File: config.mk
export PLATFORM = sky130hd
export DESIGN_NAME = apu_timing_top
export DESIGN_NICKNAME = d
export VERILOG_FILES = /design/src/rtl/apu_reg_pkg.sv /design/src/rtl/apu_clock_pkg.sv /design/src/rtl/apu_timing_top.sv /design/src/rtl/apu_reg_decoder.sv /design/src/rtl/frame_sequencer.sv /design/src/rtl/apu_cycle_gen.sv /design/src/rtl/cpu_clock_divider.sv
export VERILOG_INCLUDE_DIRS = /design/src /design/src/rtl
export SDC_FILE = /design/constraint.sdc
export NUM_CORES = 1
export LEC_CHECK = 0
export BUFFER_PORTS_ARGS = -buffer_cell sky130_fd_sc_hd__buf_4
export CORE_UTILIZATION = 45
export CTS_CLUSTER_DIAMETER = 150
export DETAILED_ROUTE_END_ITERATION = 7
export GPL_ROUTABILITY_DRIVEN = 0
export GPL_TIMING_DRIVEN = 0
export PLACE_DENSITY = 0.77
export SYNTH_ARGS = -nofsm -noshare
export SYNTH_HDL_FRONTEND = slang
export SYNTH_SLANG_ARGS = --single-unit
export TNS_END_PERCENT = 100
File: constraint.sdc
create_clock -name clk -period 2.18 [get_ports clk]
set_input_delay 0.436 -clock clk [delete_from_list [all_inputs] [get_ports clk]]
set_output_delay 0.436 -clock clk [all_outputs]
set_load 0.005 [all_outputs]
File: src/rtl/apu_timing_defines.svh
`ifndef APU_TIMING_DEFINES_SVH
`define APU_TIMING_DEFINES_SVH

// ***********************************************************
// Vector widths
// ***********************************************************
`define APU_DIV_W        4                // Divider position.
`define APU_ACLK_W       15               // APU cycle count.
`define APU_ADDR_W       5                // Register offset.
`define APU_DATA_W       8                // CPU data bus.

// ***********************************************************
// CPU clock divider
// ***********************************************************
`define APU_DIV_LEN      4'd12            // Master clocks per CPU cycle.
`define APU_PHI2_START   4'd6             // First count of phi2.
`define APU_M2_START     4'd5             // M2 rises one count early.

// Frame steps in APU cycles.
`define APU_STEP1        15'd3728
`define APU_STEP2        15'd7456
`define APU_STEP3        15'd11185
`define APU_STEP4        15'd14914
`define APU_STEP5        15'd18640        // Five-step mode only.

`define APU_REG_STATUS   5'h15            // $4015 read.
`define APU_REG_FRAME    5'h17            // $4017 write.

`endif
File: src/rtl/apu_reg_pkg.sv
`include "apu_timing_defines.svh"

package apu_reg_pkg;

	typedef logic [`APU_ADDR_W-1:0] reg_addr_t;   // Offset from $4000.
	typedef logic [`APU_DATA_W-1:0] reg_data_t;   // One bus byte.

	// Frame sequencer mode, bit 7 of $4017.
	typedef enum logic {
		mode_four = 1'b0,
		mode_five = 1'b1
	} frame_mode_t;

endpackage

File: src/rtl/apu_clock_pkg.sv
`include "apu_timing_defines.svh"

package apu_clock_pkg;

	// Position inside one CPU cycle, 0 to 11.
	typedef logic [`APU_DIV_W-1:0] div_count_t;

	// APU cycles since the frame started.
	typedef logic [`APU_ACLK_W-1:0] aclk_count_t;

endpackage

File: src/rtl/apu_timing_top.sv
`timescale 1ns/10ps

module apu_timing_top (
	input  logic                   clk,
	input  logic                   rst_n,
	input  apu_reg_pkg::reg_addr_t reg_addr,
	input  logic                   reg_wr,
	input  logic                   reg_rd,
	input  apu_reg_pkg::reg_data_t wr_data,
	input  logic                   dmc_int,
	output logic                   phi1,
	output logic                   phi2,
	output logic                   m2,
	output logic                   cpu_cycle,
	output logic                   aclk,
	output apu_reg_pkg::reg_data_t rd_data,
	output logic                   int_out,
	output logic                   lfo1,
	output logic                   lfo2
);

	logic frame_wr;
	logic mode_bit;
	logic inhibit_bit;
	logic status_rd;
	logic frame_irq;

	// ***********************************************************
	// Clock section
	// ***********************************************************
	cpu_clock_divider divider_i (
		.clk       (clk),
		.rst_n     (rst_n),
		.phi1      (phi1),
		.phi2      (phi2),
		.m2        (m2),
		.cpu_cycle (cpu_cycle)
	);

	apu_cycle_gen cycle_gen_i (
		.clk       (clk),
		.rst_n     (rst_n),
		.cpu_cycle (cpu_cycle),
		.aclk      (aclk)
	);

	// ***********************************************************
	// Frame counter and register port
	// ***********************************************************
	frame_sequencer sequencer_i (
		.clk         (clk),
		.rst_n       (rst_n),
		.aclk        (aclk),
		.frame_wr    (frame_wr),
		.mode_bit    (mode_bit),
		.inhibit_bit (inhibit_bit),
		.status_rd   (status_rd),
		.frame_irq   (frame_irq),
		.lfo1        (lfo1),
		.lfo2        (lfo2)
	);

	apu_reg_decoder decoder_i (
		.clk         (clk),
		.rst_n       (rst_n),
		.cpu_cycle   (cpu_cycle),
		.reg_addr    (reg_addr),
		.reg_wr      (reg_wr),
		.reg_rd      (reg_rd),
		.wr_data     (wr_data),
		.frame_irq   (frame_irq),
		.dmc_int     (dmc_int),
		.frame_wr    (frame_wr),
		.mode_bit    (mode_bit),
		.inhibit_bit (inhibit_bit),
		.status_rd   (status_rd),
		.rd_data     (rd_data),
		.int_out     (int_out)
	);

endmodule

File: src/rtl/apu_reg_decoder.sv
`timescale 1ns/10ps
`include "apu_timing_defines.svh"

module apu_reg_decoder (
	input  logic                  clk,
	input  logic                  rst_n,
	input  logic                  cpu_cycle,
	input  apu_reg_pkg::reg_addr_t reg_addr,
	input  logic                  reg_wr,
	input  logic                  reg_rd,
	input  apu_reg_pkg::reg_data_t wr_data,
	input  logic                  frame_irq,
	input  logic                  dmc_int,
	output logic                  frame_wr,
	output logic                  mode_bit,
	output logic                  inhibit_bit,
	output logic                  status_rd,
	output apu_reg_pkg::reg_data_t rd_data,
	output logic                  int_out
);

	logic frame_hit;
	logic status_hit;

	// Bus is only sampled at the end of a CPU cycle.
	assign frame_hit  = cpu_cycle && reg_wr && (reg_addr == `APU_REG_FRAME);
	assign status_hit = cpu_cycle && reg_rd && (reg_addr == `APU_REG_STATUS);

	always_ff @(posedge clk or negedge rst_n) begin
		if (!rst_n) begin
			frame_wr  <= 1'b0;
			status_rd <= 1'b0;
		end else begin
			frame_wr  <= frame_hit;
			status_rd <= status_hit;
		end
	end

	always_ff @(posedge clk) begin
		if (frame_hit) begin
			mode_bit    <= wr_data[7];          // 1 selects five-step mode.
			inhibit_bit <= wr_data[6];
		end
	end

	always_comb begin
		rd_data = '0;
		if (reg_rd && (reg_addr == `APU_REG_STATUS)) begin
			rd_data[7] = dmc_int;
			rd_data[6] = frame_irq;
		end
	end

	assign int_out = frame_irq | dmc_int;       // Shared IRQ line.

endmodule

File: src/rtl/frame_sequencer.sv
`timescale 1ns/10ps
`include "apu_timing_defines.svh"

module frame_sequencer (
	input  logic clk,
	input  logic rst_n,
	input  logic aclk,
	input  logic frame_wr,
	input  logic mode_bit,
	input  logic inhibit_bit,
	input  logic status_rd,
	output logic frame_irq,
	output logic lfo1,
	output logic lfo2
);

	apu_clock_pkg::aclk_count_t cnt;
	apu_reg_pkg::frame_mode_t   mode;
	logic                       inhibit;

	logic at_step1;
	logic at_step2;
	logic at_step3;
	logic at_step4;
	logic at_step5;
	logic four_end;
	logic frame_end;
	logic wr_five;

	// ***********************************************************
	// Step decode
	// ***********************************************************
	always_comb begin
		at_step1  = aclk && (cnt == `APU_STEP1);
		at_step2  = aclk && (cnt == `APU_STEP2);
		at_step3  = aclk && (cnt == `APU_STEP3);
		at_step4  = aclk && (cnt == `APU_STEP4);
		at_step5  = aclk && (cnt == `APU_STEP5) && (mode == apu_reg_pkg::mode_five);
		four_end  = at_step4 && (mode == apu_reg_pkg::mode_four);
		frame_end = four_end || at_step5;
		wr_five   = frame_wr && mode_bit;          // Write kicks both clocks at once.
	end

	// Step 4 is silent in five-step mode.
	assign lfo1 = wr_five | at_step1 | at_step2 | at_step3 | four_end | at_step5;
	assign lfo2 = wr_five | at_step2 | four_end | at_step5;

	// ***********************************************************
	// APU cycle counter
	// ***********************************************************
	always_ff @(posedge clk or negedge rst_n) begin
		if (!rst_n) begin
			cnt <= '0;
		end else if (frame_wr || frame_end) begin
			cnt <= '0;                          // Restart of the frame.
		end else if (aclk) begin
			cnt <= cnt + 15'd1;
		end
	end

	always_ff @(posedge clk or negedge rst_n) begin
		if (!rst_n) begin
			mode    <= apu_reg_pkg::mode_four;
			inhibit <= 1'b0;
		end else if (frame_wr) begin
			mode    <= mode_bit ? apu_reg_pkg::mode_five : apu_reg_pkg::mode_four;
			inhibit <= inhibit_bit;
		end
	end

	// ***********************************************************
	// Frame interrupt
	// ***********************************************************
	// A status read clears the flag one clock late, so the read
	// itself still sees it set.
	always_ff @(posedge clk or negedge rst_n) begin
		if (!rst_n) begin
			frame_irq <= 1'b0;
		end else if (frame_wr && inhibit_bit) begin
			frame_irq <= 1'b0;
		end else if (status_rd) begin
			frame_irq <= 1'b0;
		end else if (four_end && !inhibit) begin
			frame_irq <= 1'b1;
		end
	end

endmodule

File: src/rtl/apu_cycle_gen.sv
`timescale 1ns/10ps

module apu_cycle_gen (
	input  logic clk,
	input  logic rst_n,
	input  logic cpu_cycle,
	output logic aclk
);

	// APU phase toggle, one APU cycle is two CPU cycles.
	logic phase;

	always_ff @(posedge clk or negedge rst_n) begin
		if (!rst_n) begin
			phase <= 1'b0;                     // Held clear in reset.
		end else if (cpu_cycle) begin
			phase <= ~phase;
		end
	end

	// First cpu_cycle after reset only sets the phase, the second one
	// produces the first aclk.
	assign aclk = cpu_cycle & phase;

endmodule

File: src/rtl/cpu_clock_divider.sv
`timescale 1ns/10ps
`include "apu_timing_defines.svh"

module cpu_clock_divider (
	input  logic clk,
	input  logic rst_n,
	output logic phi1,
	output logic phi2,
	output logic m2,
	output logic cpu_cycle
);

	apu_clock_pkg::div_count_t cnt;
	apu_clock_pkg::div_count_t cnt_nxt;

	always_comb begin
		if (cnt == `APU_DIV_LEN - 4'd1) begin
			cnt_nxt = '0;
		end else begin
			cnt_nxt = cnt + 4'd1;
		end
	end

	// Outputs are compared on the next count so they line up with cnt.
	always_ff @(posedge clk or negedge rst_n) begin
		if (!rst_n) begin
			cnt       <= '0;
			phi1      <= 1'b1;                 // Count 0 is in phi1.
			phi2      <= 1'b0;
			m2        <= 1'b0;
			cpu_cycle <= 1'b0;
		end else begin
			cnt       <= cnt_nxt;
			phi1      <= (cnt_nxt < `APU_PHI2_START);
			phi2      <= (cnt_nxt >= `APU_PHI2_START);
			m2        <= (cnt_nxt >= `APU_M2_START);   // Stretched M2.
			cpu_cycle <= (cnt_nxt == `APU_DIV_LEN - 4'd1);
		end
	end

endmodule

# ---- Word level (Yosys, flattened, before mapping)
# Index checks and enable logic that the tools add are counted.
dict set report totals {
  register_bits 31
  output_inout_bits 16
  elab_cells 68
}
dict set report op_classes {
  n_addsub 2
  n_lt_le_gt_ge 3
  eq_ne 9
  n_mux 8
  bitwise_logic 12
  n_reduce_logical 20
}
# cell count
set ops {}
lappend ops {{equality test 15 x 14 -> 1 bit (second input constant)} 2}
lappend ops {{two-way mux 15 bit} 2}
lappend ops {{adder 15 x 1 -> 15 bit (second input constant)} 1}
lappend ops {{equality test 15 x 12 -> 1 bit (second input constant)} 1}
lappend ops {{equality test 15 x 13 -> 1 bit (second input constant)} 1}
lappend ops {{equality test 15 bit (second input constant)} 1}
lappend ops {{logical AND 1 bit} 15}
lappend ops {{equality test 5 bit (second input constant)} 2}
lappend ops {{bitwise OR 1 bit} 9}
lappend ops {{equality test 4 bit (second input constant)} 2}
lappend ops {{greater-or-equal comparator 4 x 3 -> 1 bit (second input constant)} 2}
lappend ops {{adder 4 x 1 -> 4 bit (second input constant)} 1}
lappend ops {{< comparator 4 x 3 -> 1 bit (second input constant)} 1}
lappend ops {{two-way mux 1 bit} 4}
lappend ops {{two-way mux 4 bit} 1}
lappend ops {{nonzero test 3 bit} 1}
lappend ops {{logical OR 1 bit} 2}
lappend ops {{two-way mux 2 bit} 1}
lappend ops {{NOT 1 bit} 2}
lappend ops {{nonzero test 2 bit} 1}
lappend ops {{bitwise AND 1 bit} 1}
lappend ops {{zero test 1 bit} 1}

# ---- Logic depth before layout (Yosys ltp)
dict set report depth {
  depth_word 7
  mapped_depth 7
}

# ---- By module
# A second synthesis with hierarchy kept.
dict set report unflattened {
  hier_cells 179
  area_unflattened_um2 1790.5
}
# mod instances cells_per_inst area_each_um2 seq_area_each_um2
set modules_own_cells {}
lappend modules_own_cells {frame_sequencer 1 115 1114.8 450.4}
lappend modules_own_cells {cpu_clock_divider 1 40 410.4 201.4}
lappend modules_own_cells {apu_reg_decoder 1 21 224.0 110.1}
lappend modules_own_cells {apu_cycle_gen 1 3 41.3 25.0}

# ---- Worst setup path before layout
# Ideal clock, no wire load.
dict set report synth_path {
  path_kind {register to output}
  from {register sequencer_i.cnt[0]}
  to {output lfo2}
  arrival_ps 1435
  path_slack_ps 309
  path_stages_with_launch 7
  n_path_buf 0
  cell_sequence {dfrtp_1 > inv_1 > ha_1 > nor4b_1 > nand2_1 > o22ai_2 > or2_2}
}
dict set report synth_between {
  elab_chain_len 5
}
# element line
set synth_rtl {}
lappend synth_rtl {{start: declaration} frame_sequencer.sv:17} ;# apu_clock_pkg::aclk_count_t cnt;
lappend synth_rtl {{start signal: assignment} frame_sequencer.sv:57} ;# cnt <= cnt + 15'd1;
lappend synth_rtl {{equality test 15 x 13 -> 1 bit (no line) or equality test 15 x 14 -> 1 bit (tied branches)} --}
lappend synth_rtl {{logical AND 1 bit (on tied branches)} {frame_sequencer.sv:35, frame_sequencer.sv:37}}
lappend synth_rtl {{bitwise OR 1 bit or logical AND 1 bit (tied branches)} {frame_sequencer.sv:46, frame_sequencer.sv:39}}
lappend synth_rtl {{bitwise OR 1 bit} frame_sequencer.sv:46} ;# assign lfo2 = wr_five | at_step2 | four_end | at_step5;
lappend synth_rtl {{bitwise OR 1 bit *} frame_sequencer.sv:46}
lappend synth_rtl {{end: declaration} apu_timing_top.sv:19} ;# output logic lfo2
# Mark *: on every way between the ends. The rest lies on a longest branch, timed or not.

# ---- Final worst setup path
dict set report layout_path {
  from {register sequencer_i.cnt[3]}
  to {output lfo2}
}
# Same word-level chain as after synthesis.

==> reports/metrics.yaml <==
clock_tree:
  clock_tree.root_cell: "clkbuf_8"
  cts_tree: "built"
  cts_buffers: 5
  cts.clk_slew.worst_paths_ps: 70
  cts-htree-levels: 2
  postCtsHoldBufs: 0
  clk_latency_ps: 300
  clock_sinks: 31
  clk_path_buf_depth: 2
floorplanning:
  coreArea_sq_mm: 0.00374
  die_area_sq_mm: 0.00422
  ioPinCount: 34
  die_h_um: 64.9
  rows: 22
  start_util_pct: 47.6
  fp.dieW_um: 64.9
drt:
  drt-pass1-iter-count: 4
  finalWirelength_um: 3910
  wl_met2_um: 1900
  drcViolationCount: 0
  highest_layer: "met4"
  avgViaCountPerCell: 5.37
  first_iter_violations: 46
  ant_nets: 0
  wl_per_cell_um: 14.6
  wl_met3_um: 265
  num_vias: 1440
  wl_met1_um: 1670
logic_synthesis:
  synth.area.top_cells: "dfrtp_1, ha_1, nor3_1"
  synth_warnings: 0
  syn_avg_cell_area_sq_um: 10.1
  synthArstFlopShare_pct: 93.5
  yosys.cell_types.count: 48
  syn_area_sq_mm: 0.00178
  synth-edff-count: 2
  synth-seq-cells: 31
  ys_seq_area_share_pct: 44.1
  synth_ff_type: "dfrtp_1"
  synthCells: 176
  synth.top_cell.area_share_pct: 39.3
  synth_top_cell_by_area: "dfrtp_1"
pwr:
  max-vdd-ir-drop_uv: 380
  p_leak_nw: 1.05
  p_per_area_mw_per_mm2: 482
final_layout:
  largest_reg_flops: 15
  nets: 245
  syn_to_final_growth_pct: 27.2
  regMostFlops: "sequencer_i.cnt"
  fin_cells: 268
  num_antenna_cells: 0
  final_design_area_no_fill_sq_mm: 0.00227
  fillers: 327
  layout-drive-gt1-share_pct: 36.8
  largestRegisters: "sequencer_i.cnt x15, divider_i.cnt x4"
sta:
  max_freq_ghz: 0.458
  slew_violations: 0
  setup_viol: 1
  min_period_ps: 2180
  hold_viol_final: 0
  period_share_pct: 100
  fin_ws_ps: -3.10
  rsz0062_at_grt: "yes"
  clock_skew_ps: 5.36
place:
  post_dp_cell_area_sq_mm: 0.00202
  post-dp-hpwl_um: 2490
  io_buffers: 21
  dp.cells: 250
worst_setup_path:
  crit_path_end_kind: "primary output"
  required_ps: 1740
  crit_fanout: 4
  critPathBufInv: 1
  critical_path_arrival_ps: 1750
  start_kind: "flip-flop"
  path_delay_family: "simple AND/OR/NAND/NOR gates"
  critical_path.max_stage_delay_ps: 430
  path_class: "flip-flop to primary output"
  cpMaxStageDelayCell: "dfrtp_2"
  crit_chain: "and4bb_2 > nand2_1 > o31ai_2 > or2_2 > buf_4"
status:
  outcome: "complete, but fails checks"
  violations: "negative setup slack"
global_routing:
  grt_usage_pct: 20.2
  grt_pass1_wl_um: 6310
  grt_pass1_vias: 1352
  grt_max_degree: 30
  antenna_found_initial: 0
  overflow: 0
worst_hold_path:
  min_path_type: "primary input to asynchronous set/reset pin"
job:
  drv_cap: 0
[layer usage]
layer | global-route usage, % | up-vias
met3 | 6.51 | 12
met4 | 7.78 | 0
met2 | 30.3 | 55
li1 | - | 701
met1 | 26.9 | 672
met5 | 0 | -
[cells in the mapped netlist (all sizes together), types with 4 or more instances]
| cell type | n |
|---|---|
| a211oi | 4 |
| and2 | 7 |
| nor3 | 15 |
| o21ai | 4 |
| nor2b | 4 |
| nand4 | 8 |
| nand3 | 8 |
| and3 | 5 |
| xor2 | 7 |
| nand2 | 13 |
| a21oi | 5 |
| ha | 8 |
| inv | 6 |
| buf | 11 |
| xnor2 | 5 |
| dfrtp | 28 |
[worst paths after layout]
path                                                start                                end  slack [ps]  cells past startpoint
max                        sequencer_i.cnt[3]$_DFFE_PN0P_                               lfo2          -3                      5
min                                                 rst_n  sequencer_i.frame_irq$_DFFE_PN0P_          40                      1
max reg2reg                sequencer_i.cnt[1]$_DFFE_PN0P_    sequencer_i.cnt[14]$_DFFE_PN0P_         270                      7
min reg2reg                 decoder_i.status_rd$_DFF_PN0_  sequencer_i.frame_irq$_DFFE_PN0P_         500                      2
max in group asynchronous                           rst_n           divider_i.phi1$_DFF_PN1_        1830                      1
min in group clk                               wr_data[7]       decoder_i.mode_bit$_DFFE_PP_         310                      1
[cell type report]
| type | count | area, sq um | area share (%) |
|---|---|---|---|
| inverter | 6 | 22.5 | 0.993 |
| buffer | 12 | 91.3 | 4.03 |
| timing repair buffer | 32 | 240 | 10.6 |
| clock inverter | 3 | 20.0 | 0.883 |
| tap | 48 | 60.1 | 2.65 |
| multi-input combinational | 131 | 970 | 42.8 |
| clock buffer | 5 | 68.8 | 3.04 |
| sequential | 31 | 795 | 35.0 |
[report_power, final]
part | total (mW) | internal (mW) | switching, mW
registers | 0.583 | 0.582 | 0.00142
logic | 0.0504 | 0.0279 | 0.0225
clock network | 0.459 | 0.222 | 0.238
[layout by cell type, fill, tap and decap left out, types with 3 or more instances in the layout]
cell,count
or3_1,3
nor3_1,15
nand4_1,7
nand3_1,7
nor2_1,3
ha_1,5
xnor2_1,5
and3_1,4
buf_4,38
conb_1,6
o21ai_0,4
a21oi_1,5
clkbuf_8,5
nor2b_1,4
inv_1,4
nand2_1,12
dfrtp_1,22
buf_6,3
dfrtp_2,6
and2_1,5
xor2_1,7
[worst reg2reg max path: cells and delay by family (launching register included)]
kind	cells	cell delay, ps
and+or+nand+nor	3	790
buffers and inverters	2	280
adders and majority gates	1	130
AOI/OAI and AO/OA	1	220
DFF	1	410
[through the flow]
step	setup slack (ps)	power (mW)	TNS [ps]	utilization (%)	hold WS, ps
after global routing	-75.5	1.14	-149	60.6	66.3
after global placement	-35.4	0.639	-62.2	53.9	380
final	-3.10	1.09	-3.10	60.6	44.1
after CTS	0.581	1.10	0	58.7	54.0
after detailed placement	-73.6	0.640	-146	53.9	378
after floorplan	309	0.611	0	-	140
[cell families (layout without fill, tap and decap cells)]
logic type	after synthesis	in the layout	share of synthesized area, %
buffers and inverters	19	58	6.67
adders and majority gates	8	8	5.61
other	1	6	0.210
AOI/OAI and AO/OA	20	20	8.00
xor gates and xnor gates	12	12	5.89
muxes	2	2	1.19
DFF	31	31	44.1
and+or+nand+nor	83	83	28.3
[what timing repair did]
item | CTS | global route
buffers inserted | 5 | 6
gates cloned | 0 | 0
setup endpoints to repair | 2 | 2
pin swaps | 4 | 6
resized for setup | 12 | 10
No activity file was read; power rests on OpenSTA's default activity.
